[config.mk]
export PLATFORM = sky130hd
export DESIGN_NAME = de0_nano_agc
export DESIGN_NICKNAME = d
export VERILOG_FILES = /design/src/design/agc_pkg.sv /design/src/design/agc_timepulse_gen.sv /design/src/design/epcs_word_reader.sv /design/src/design/rope_sequencer.sv /design/src/design/de0_nano_agc.sv
export SDC_FILE = /design/constraint.sdc
export NUM_CORES = 1
export LEC_CHECK = 0
export BUFFER_PORTS_ARGS = -buffer_cell sky130_fd_sc_hd__buf_4
export CAP_MARGIN = 20
export CELL_PAD_IN_SITES_DETAIL_PLACEMENT = 1
export CELL_PAD_IN_SITES_GLOBAL_PLACEMENT = 2
export CORE_UTILIZATION = 41
export CTS_CLUSTER_SIZE = 25
export DETAILED_ROUTE_END_ITERATION = 12
export HOLD_SLACK_MARGIN = 0.1
export PLACE_DENSITY = 0.92
export SYNTH_ARGS = -nofsm -noshare
export SYNTH_HDL_FRONTEND = slang
export SYNTH_SLANG_ARGS = --single-unit
[constraint.sdc]
create_clock -name sys_clk -period 5 [get_ports sys_clk]
set_clock_uncertainty 0.15 [all_clocks]
set_input_delay 1 -clock sys_clk [delete_from_list [all_inputs] [get_ports sys_clk]]
set_output_delay 1 -clock sys_clk [all_outputs]
set_load 0.05 [all_outputs]
[src/design/agc_pkg.sv]
package agc_pkg;

    // memory cycle timing
    localparam int TP_DIV   = 25;               // sys_clk cycles per timepulse
    localparam int TP_CNT_W = $clog2(TP_DIV);

    // rope image geometry
    localparam int ROPE_ADDR_W = 4;             // 16 words, wraps after word 15

    // EPCS serial flash
    localparam int          EPCS_CMD_W      = 8;
    localparam int          EPCS_ADDR_W     = 24;
    localparam logic [7:0]  EPCS_READ_CMD   = 8'h03;
    localparam logic [23:0] ROPE_BASE       = 24'h000100;

    // command, address and one data word per frame
    localparam int EPCS_FRAME_BITS = 48;
    localparam int EPCS_BIT_CNT_W  = $clog2(EPCS_FRAME_BITS);

    // one field per sequential memory-cycle pulse, mt01 is the msb
    typedef struct packed {
        logic mt01;
        logic mt02;
        logic mt03;
        logic mt04;
        logic mt05;
        logic mt06;
        logic mt07;
        logic mt08;
        logic mt09;
        logic mt10;
        logic mt11;
        logic mt12;
    } timepulse_t;

    // word as stored in flash, msb first
    typedef struct packed {
        logic [14:0] data;
        logic        parity;    // odd parity over the whole word
    } rope_word_t;

    typedef logic [ROPE_ADDR_W-1:0] rope_addr_t;

endpackage

[src/design/agc_timepulse_gen.sv]
`timescale 1ns/10ps

module agc_timepulse_gen import agc_pkg::*; (
    input  logic       sys_clk,
    input  logic       rst_n,
    output timepulse_t mt
);

    logic [TP_CNT_W-1:0] tp_cnt;
    logic                tick;
    logic [11:0]         ring;

    // clock enable divider, one tick every TP_DIV cycles
    assign tick = (tp_cnt == TP_CNT_W'(TP_DIV - 1));

    always_ff @(posedge sys_clk) begin
        if (!rst_n) begin
            tp_cnt <= '0;
        end else if (tick) begin
            tp_cnt <= '0;
        end else begin
            tp_cnt <= tp_cnt + 1'b1;
        end
    end

    // one-hot ring, bit 11 is mt01 and bit 0 is mt12
    always_ff @(posedge sys_clk) begin
        if (!rst_n) begin
            ring <= '0;                            // all pulses low until first tick
        end else if (tick) begin
            if (ring == '0) begin
                ring <= 12'b1000_0000_0000;        // first tick raises mt01
            end else begin
                ring <= {ring[0], ring[11:1]};     // mt12 wraps back to mt01
            end
        end
    end

    assign mt = timepulse_t'(ring);

endmodule

[src/design/epcs_word_reader.sv]
`timescale 1ns/10ps

module epcs_word_reader import agc_pkg::*; (
    input  logic       sys_clk,
    input  logic       rst_n,
    input  logic       fetch_req,
    input  rope_addr_t fetch_addr,
    output logic       fetch_done,
    output rope_word_t fetch_word,
    input  logic       epcs_data,
    output logic       epcs_csn,
    output logic       epcs_dclk,
    output logic       epcs_asdi
);

    typedef enum logic [1:0] {
        ST_IDLE,
        ST_SHIFT,
        ST_FINISH
    } rd_state_t;

    rd_state_t                             state;
    logic [EPCS_BIT_CNT_W-1:0]             bit_cnt;
    logic [EPCS_CMD_W+EPCS_ADDR_W-1:0]     tx_sreg;
    logic [$bits(rope_word_t)-1:0]         rx_sreg;
    logic [EPCS_ADDR_W-1:0]                byte_addr;

    // two bytes per rope word
    assign byte_addr = ROPE_BASE + EPCS_ADDR_W'({fetch_addr, 1'b0});

    always_ff @(posedge sys_clk) begin
        if (!rst_n) begin
            state      <= ST_IDLE;
            bit_cnt    <= '0;
            tx_sreg    <= '0;
            epcs_csn   <= 1'b1;
            epcs_dclk  <= 1'b0;
            fetch_done <= 1'b0;
        end else begin
            fetch_done <= 1'b0;
            case (state)
                ST_IDLE: begin
                    epcs_dclk <= 1'b0;
                    if (fetch_req) begin
                        tx_sreg  <= {EPCS_READ_CMD, byte_addr};
                        bit_cnt  <= '0;
                        epcs_csn <= 1'b0;
                        state    <= ST_SHIFT;
                    end
                end

                ST_SHIFT: begin
                    if (!epcs_dclk) begin
                        epcs_dclk <= 1'b1;                  // rising edge
                    end else begin
                        epcs_dclk <= 1'b0;                  // falling edge, next bit out
                        tx_sreg   <= {tx_sreg[$bits(tx_sreg)-2:0], 1'b0};
                        if (bit_cnt == EPCS_BIT_CNT_W'(EPCS_FRAME_BITS - 1)) begin
                            state <= ST_FINISH;
                        end else begin
                            bit_cnt <= bit_cnt + 1'b1;
                        end
                    end
                end

                ST_FINISH: begin
                    epcs_csn   <= 1'b1;
                    fetch_done <= 1'b1;
                    state      <= ST_IDLE;
                end

                default: begin
                    epcs_csn <= 1'b1;
                    state    <= ST_IDLE;
                end
            endcase
        end
    end

    // sample flash output on the edge that raises dclk
    // data was set up by the flash at the previous falling edge
    always_ff @(posedge sys_clk) begin
        if (state == ST_SHIFT && !epcs_dclk) begin
            rx_sreg <= {rx_sreg[$bits(rx_sreg)-2:0], epcs_data};
        end
    end

    // last 16 samples of the frame are the data word
    assign fetch_word = rope_word_t'(rx_sreg);
    assign epcs_asdi  = tx_sreg[$bits(tx_sreg)-1];

endmodule

[src/design/rope_sequencer.sv]
`timescale 1ns/10ps

module rope_sequencer import agc_pkg::*; (
    input  logic       sys_clk,
    input  logic       rst_n,
    input  logic       key0,
    input  timepulse_t mt,
    output logic       fetch_req,
    output rope_addr_t fetch_addr,
    input  logic       fetch_done,
    input  rope_word_t fetch_word,
    output rope_word_t word,
    output logic       word_valid,
    output logic       parity_alarm
);

    logic       key_meta;
    logic       key_sync;
    logic       armed;
    logic       mt01_d;
    logic       mt01_rise;
    rope_addr_t addr_cnt;

    // key0 is active low and asynchronous to sys_clk
    always_ff @(posedge sys_clk) begin
        if (!rst_n) begin
            key_meta <= 1'b1;
            key_sync <= 1'b1;
        end else begin
            key_meta <= key0;
            key_sync <= key_meta;
        end
    end

    // stays armed until reset once the key was seen pressed
    always_ff @(posedge sys_clk) begin
        if (!rst_n) begin
            armed <= 1'b0;
        end else if (!key_sync) begin
            armed <= 1'b1;
        end
    end

    always_ff @(posedge sys_clk) begin
        if (!rst_n) begin
            mt01_d <= 1'b0;
        end else begin
            mt01_d <= mt.mt01;
        end
    end

    assign mt01_rise = mt.mt01 & ~mt01_d;
    assign fetch_req = armed & mt01_rise;   // one fetch per memory cycle

    always_ff @(posedge sys_clk) begin
        if (!rst_n) begin
            addr_cnt <= '0;
        end else if (fetch_req) begin
            addr_cnt <= addr_cnt + 1'b1;     // wraps after word 15
        end
    end

    assign fetch_addr = addr_cnt;

    // returned word, presented one cycle after fetch_done
    always_ff @(posedge sys_clk) begin
        if (fetch_done) begin
            word <= fetch_word;
        end
    end

    // good word has an odd count of ones over all 16 bits
    always_ff @(posedge sys_clk) begin
        if (!rst_n) begin
            word_valid   <= 1'b0;
            parity_alarm <= 1'b0;
        end else begin
            word_valid   <= fetch_done;
            parity_alarm <= fetch_done & ~(^fetch_word);
        end
    end

endmodule

[src/design/de0_nano_agc.sv]
`timescale 1ns/10ps

module de0_nano_agc import agc_pkg::*; (
    input  logic       sys_clk,
    input  logic       rst_n,
    input  logic       key0,
    input  logic       epcs_data,
    output logic       epcs_csn,
    output logic       epcs_dclk,
    output logic       epcs_asdi,
    output timepulse_t mt,
    output rope_word_t word,
    output logic       word_valid,
    output logic       parity_alarm
);

    // strobes between sequencer and flash reader
    logic       fetch_req;
    rope_addr_t fetch_addr;
    logic       fetch_done;
    rope_word_t fetch_word;

    agc_timepulse_gen i_agc_timepulse_gen (
        .sys_clk (sys_clk),
        .rst_n   (rst_n),
        .mt      (mt)
    );

    epcs_word_reader i_epcs_word_reader (
        .sys_clk    (sys_clk),
        .rst_n      (rst_n),
        .fetch_req  (fetch_req),
        .fetch_addr (fetch_addr),
        .fetch_done (fetch_done),
        .fetch_word (fetch_word),
        .epcs_data  (epcs_data),
        .epcs_csn   (epcs_csn),
        .epcs_dclk  (epcs_dclk),
        .epcs_asdi  (epcs_asdi)
    );

    rope_sequencer i_rope_sequencer (
        .sys_clk      (sys_clk),
        .rst_n        (rst_n),
        .key0         (key0),
        .mt           (mt),
        .fetch_req    (fetch_req),
        .fetch_addr   (fetch_addr),
        .fetch_done   (fetch_done),
        .fetch_word   (fetch_word),
        .word         (word),
        .word_valid   (word_valid),
        .parity_alarm (parity_alarm)
    );

endmodule

---- After elaboration in Yosys (flattened, before gate mapping) ----
Index checks and enable logic that the tools add are counted.
storage, ports and cells
  logic and storage cells ................. 65
  register bits after elaboration ......... 102
  input bits .............................. 4
  output and inout port bits .............. 33
cells by class
  equality and inequality tests ........... 8
  bitwise logic cells ..................... 7
  multiplexer cells ....................... 17
  reductions and logical operators ........ 11
  $add $sub $neg .......................... 4
operators with widths
  operator                                             count
  two-way mux 32 bit                                   2
  case mux 32 bit (2 select lines)                     1
  two-way mux 6 bit                                    3
  XOR reduction 16 bit                                 1
  logical NOT 12 bit                                   1
  two-way mux 12 bit                                   1
  case mux 6 bit (2 select lines)                      1
  adder 9 x 5 -> 10 bit, first input constant          1
  adder 6 x 1 -> 6 bit, second input constant          1
  equality test 6 bit, second input constant           1
  two-way mux 2 bit                                    3
  AND reduction 3 bit                                  2
  adder 5 x 1 -> 5 bit, second input constant          1
  equality test 5 bit, second input constant           1
  adder 4 x 1 -> 4 bit, second input constant          1
  != test 2 x 1 -> 1 bit, second input constant        2
  != test 2 bit, second input constant                 2
  NOT 1 bit                                            4
  case mux 1 bit (2 select lines)                      2
  case mux 2 bit (2 select lines)                      1
  AND reduction 4 bit                                  1
  bitwise AND 1 bit                                    3
  two-way mux 1 bit                                    3
  equality test 2 x 1 -> 1 bit, second input constant  1
  7 further kinds                                      7

---- Longest topological paths before layout ----
  word-level depth ........................ 5
  depth in mapped cells ................... 7
  gate-level depth less buffers ........... 6

---- By module ----
A second synthesis with hierarchy kept.
unflattened totals
  cell total of the unflattened synthesis .. 330
  area total of the unflattened synthesis .. 3848.7 sq um
modules (own cells, without submodules)
  module             area an instance (sq um)  times used  cells each  seq. area each (sq um)
  epcs_word_reader   2270.9                    1           215         1321.3
  rope_sequencer     950.9                     1           60          680.7
  agc_timepulse_gen  626.9                     1           55          340.3

---- Worst setup path before layout ----
Ideal clock, no wire load.
  path kind ............................... register -> register
  start point ............................. reg i_epcs_word_reader.state[1]
  end point ............................... reg i_epcs_word_reader.rx_sreg[0], in the netlist i_epcs_word_reader.fetch_word[0] (enable)
  data required time ...................... 4.460 ns
  cell stages (with the launch flop) ...... 5
  slack ................................... 2.980 ns
  arrival time ............................ 1.480 ns
  path buffers ............................ 2
  library setup time ...................... 0.390 ns
  clock period less this slack ............ 2.020 ns
  cells stage by stage .................... dfxtp_1 buf_6 nand2b_1 clkbuf_1 nor2_1
on the way
  longest elaborated chain between the ends .. 2
RTL lines
  element                       RTL line                text
  start: declaration            epcs_word_reader.sv:22  rd_state_t state;
  start signal: assignment      epcs_word_reader.sv:33  state <= ST_IDLE;
  start signal: assignment      epcs_word_reader.sv:48  state <= ST_SHIFT;
  start signal: assignment      epcs_word_reader.sv:59  state <= ST_FINISH;
  equality test 2 x 1 -> 1 bit  epcs_word_reader.sv:83  if (state == ST_SHIFT && !epcs_dclk) begin
  logical AND 1 bit             epcs_word_reader.sv:83
  end signal: assignment        epcs_word_reader.sv:84  rx_sreg <= {rx_sreg[$bits(rx_sreg)-2:0], epcs_data};
  end: declaration              epcs_word_reader.sv:25  logic [$bits(rope_word_t)-1:0] rx_sreg;
No other way between the ends.
A chain may end at the register's enable or synchronous reset.

---- Worst setup path in the final report ----
  start point ............................. reg i_epcs_word_reader.state[1]
  end point ............................... reg i_epcs_word_reader.bit_cnt[5]
on the way
  longest elaborated chain between the ends .. 3
  elaborated cells on any way between the ends .. 8
  those cells by class .................... 4 x eq/ne; 1 x mux; 3 x reduce/logical
RTL lines
  element                                                            RTL line                text
  equality test 2 x 1 -> 1 bit or logical NOT 2 bit (tied branches)  epcs_word_reader.sv:41  case (state)
  != test 2 bit (no source line), or another cell as far along       --
  AND reduction 4 bit (no source line)                               --
  end signal: assignment                                             epcs_word_reader.sv:61  bit_cnt <= bit_cnt + 1'b1;
  end: declaration                                                   epcs_word_reader.sv:23  logic [EPCS_BIT_CNT_W-1:0] bit_cnt;
Parallel ways exist; a longest one is shown, timed or not.

==> reports/metrics.yaml <==
drtAntennaViolNets: 0
die_w_um: 99.7
synthDistinctLibCells: 40
crit_fanout: 31
setup_viol: 0
post_cts_resized: 0
grt_antenna_before_repair: 0
core_um2: 9240
ir_drop_v: 0.000119
area_delta_synth_final_pct: 13.3
synth_top_area_cell: "dfxtp_1"
synth_xor_xnor_area_share: 0.0447
p_leak_nw: 1.55
first_pass_iters: 4
grt_first_pass_wirelength_mm: 12.3
syn_inst: 369
cts_buffer_depth: 2
grt_busiest_layer: "met2"
crit_arrival_ns: 2.49
multiInputGateArea_um2: 1450
row_count: 35
timing.slew.headroom: 0.326
finalSetupTns_ns: 0
period_share: 0.467
io_pins: 37
grt_pass1_vias: 2613
initial_core_util: 0.424
synth.ff_latch_count: 101
insertion_delay_ns: 0.36
fmax_mhz: 428
die_area_um2: 9940
synth_compound_area_frac: 0.119
wl_per_cell_um: 14.0
nFillCells: 1021
drc: 0
rsz0062_at_grt: "no"
run_status: "complete, no violations"
hold_violations: 0
synth.avg_cell_area_um2: 10.6
maxSlewViolCount: 0
grt_max_degree: 66
drv_cap: 0
layout-drive-gt1-share: 0.137
place_congestion: 0.757
io_buffers: 36
critPathCaptureType: "flop"
cts_tree: "done"
tightest_slew_ns: 1.01
synth-simple-area-share: 0.194
post-cts-setup-buffers: 0
synth_top_family_by_area: "simple AND/OR/NAND/NOR gates"
place_inst: 514
criticalPathCategory: "flop to flop"
grt_usage: 0.157
synth_top_area_frac: 0.353
synth.mux.area_fraction: 0
p_per_area_nw_per_um2: 307
startpoint_type: "flop"
cts_root_buf: "clkbuf_8"
die_h_um: 99.7
netlist_area_um2: 3920
drt_iter0_markers: 66
hold_path_class: "flop to flop"
cts_inserted_buffers: 9
hold_buffers: 0
crit_required_ns: 5.15
ys_seq_area_frac: 0.598
met1_usage: 0.196
vias: 2649
htree_levels: 3
synthAdderAreaFrac: 0.0128
n_antenna_cell: 0
routed_wirelength_mm: 7.42
grt.overflow.total: 0
cts_sinks: 101
vias_per_cell: 5.00
use_met2: 0.268
hpwl_mm: 4.84
layout_min_cycle_time_ns: 2.34
fin_nets: 404
yosysWarnings: 0
grt_use_met3: 0.0415
yosys-top-cells-area: "dfxtp_1 35%, edfxtp_1 25%, nand2_1 6.4%"
syn_nets: 377
clk_pin_slew_ns: 0.10
seq_area_um2: 2340
fin_cells: 530
[through the flow]
step                      hold slack (ns)  instance area, um2  setup slack, ns  power [mW]   util
after floorplan                     0.236                3920             2.98       0.879      -
after global placement              0.247                4240             2.68       0.884  0.459
after detailed placement            0.267                4240             2.65       0.885  0.459
after CTS                           0.293                4430             2.65        1.38  0.480
after global routing                0.304                4430             2.49        1.41  0.480
final                               0.284                4430             2.66        1.36  0.480
[Yosys cell counts, drive strengths merged]
library cell / number
nand2b: 3
or4: 1
and3: 2
and3b: 1
nand2: 67
nand4b: 1
and2b: 1
nand3b: 1
nor2b: 8
nor4: 2
xnor2: 17
and4b: 1
o21ai: 9
and2: 8
a21oi: 10
dfxtp: 69
nand3: 31
o211a: 3
a22oi: 2
nor3b: 4
inv: 4
nand4bb: 1
nor3: 7
a21boi: 38
nor2: 11
a31oi: 2
a21o: 2
and4: 1
nor4b: 1
xor2: 3
buf: 10
clkbuf: 11
ha: 4
nand4: 1
edfxtp: 32
[cells by family after synthesis]
family | after synthesis
AOI/OAI and AO/OA | 66
xor gates and xnor gates | 20
adders and majority gates | 4
buffers and inverters | 25
DFF | 101
and+or+nand+nor | 153
[critical path, cell delays in order, from the launching register on]
cell and delay (ns):
dfxtp_1 0.41, and2b_1 0.90, nand2_1 0.24, or4_1 0.45, a21boi_1 0.12
[path summary, 6_finish.rpt]
| kind | start | end | slack, ns | depth (start not counted) |
|---|---|---|---|---|
| worst min-delay path | i_rope_sequencer.key_meta | i_rope_sequencer.key_sync | 0.28 | 1 |
| worst max register to register | i_epcs_word_reader.state[1] | i_epcs_word_reader.bit_cnt[5] | 2.66 | 4 |
| worst min register to register | i_rope_sequencer.key_meta | i_rope_sequencer.key_sync | 0.28 | 1 |
| worst max-delay path | i_epcs_word_reader.state[1] | i_epcs_word_reader.bit_cnt[5] | 2.66 | 4 |
[power by group]
part	switching [mW]	internal (mW)	total [mW]
Combinational	0.0101	0.00995	0.0201
Sequential	0.00282	0.843	0.845
Clock	0.302	0.193	0.495
[routing by layer]
| metal | part of all wire | vias to the layer above |
|---|---|---|
| li1 | - | 1318 |
| met1 | 0.47 | 1277 |
| met2 | 0.48 | 45 |
| met3 | 0.035 | 9 |
| met4 | 0.011 | 0 |
| met5 | 0 | - |
[final cells by class]
| class | count | share of cell area |
|---|---|---|
| Tap cell | 129 | 0.0364 |
| Multi-Input combinational cell | 243 | 0.326 |
| Clock buffer | 9 | 0.0279 |
| Timing Repair Buffer | 37 | 0.0626 |
| Clock inverter | 7 | 0.0150 |
| Inverter | 4 | 0.00339 |
| Sequential cell | 101 | 0.528 |
[placed cells by master (no fill, tap or decap), drive strengths merged, types with 2 or more instances in the layout]
| master | count |
|---|---|
| and3 | 2 |
| a21oi | 10 |
| edfxtp | 32 |
| xnor2 | 17 |
| clkbuf | 9 |
| clkinv | 2 |
| inv | 8 |
| o21ai | 9 |
| ha | 4 |
| nand2 | 67 |
| nor2b | 8 |
| a21boi | 38 |
| a21o | 2 |
| a22oi | 2 |
| nor2 | 11 |
| and2 | 8 |
| buf | 37 |
| nand2b | 3 |
| dfxtp | 69 |
| nor4 | 2 |
| nand3 | 31 |
| nor3b | 4 |
| nor3 | 7 |
| o211a | 3 |
| xor2 | 3 |
| a31oi | 2 |
[registers in the layout, indices dropped and copies added, names as in the netlist]
register / flops
i_rope_sequencer.key_meta: 1
i_agc_timepulse_gen.mt: 12
i_rope_sequencer.key_sync: 1
i_epcs_word_reader.bit_cnt: 6
i_rope_sequencer.armed: 1
i_epcs_word_reader.fetch_word: 16
i_epcs_word_reader.epcs_csn: 1
i_epcs_word_reader.fetch_done: 1
i_rope_sequencer.mt01_d: 1
i_rope_sequencer.word: 16
i_epcs_word_reader.tx_sreg: 31
i_rope_sequencer.word_valid: 1
i_epcs_word_reader.epcs_dclk: 1
i_epcs_word_reader.state: 2
i_rope_sequencer.fetch_addr: 4
i_rope_sequencer.parity_alarm: 1
i_agc_timepulse_gen.tp_cnt: 5
(Power assumes the default switching activity.)
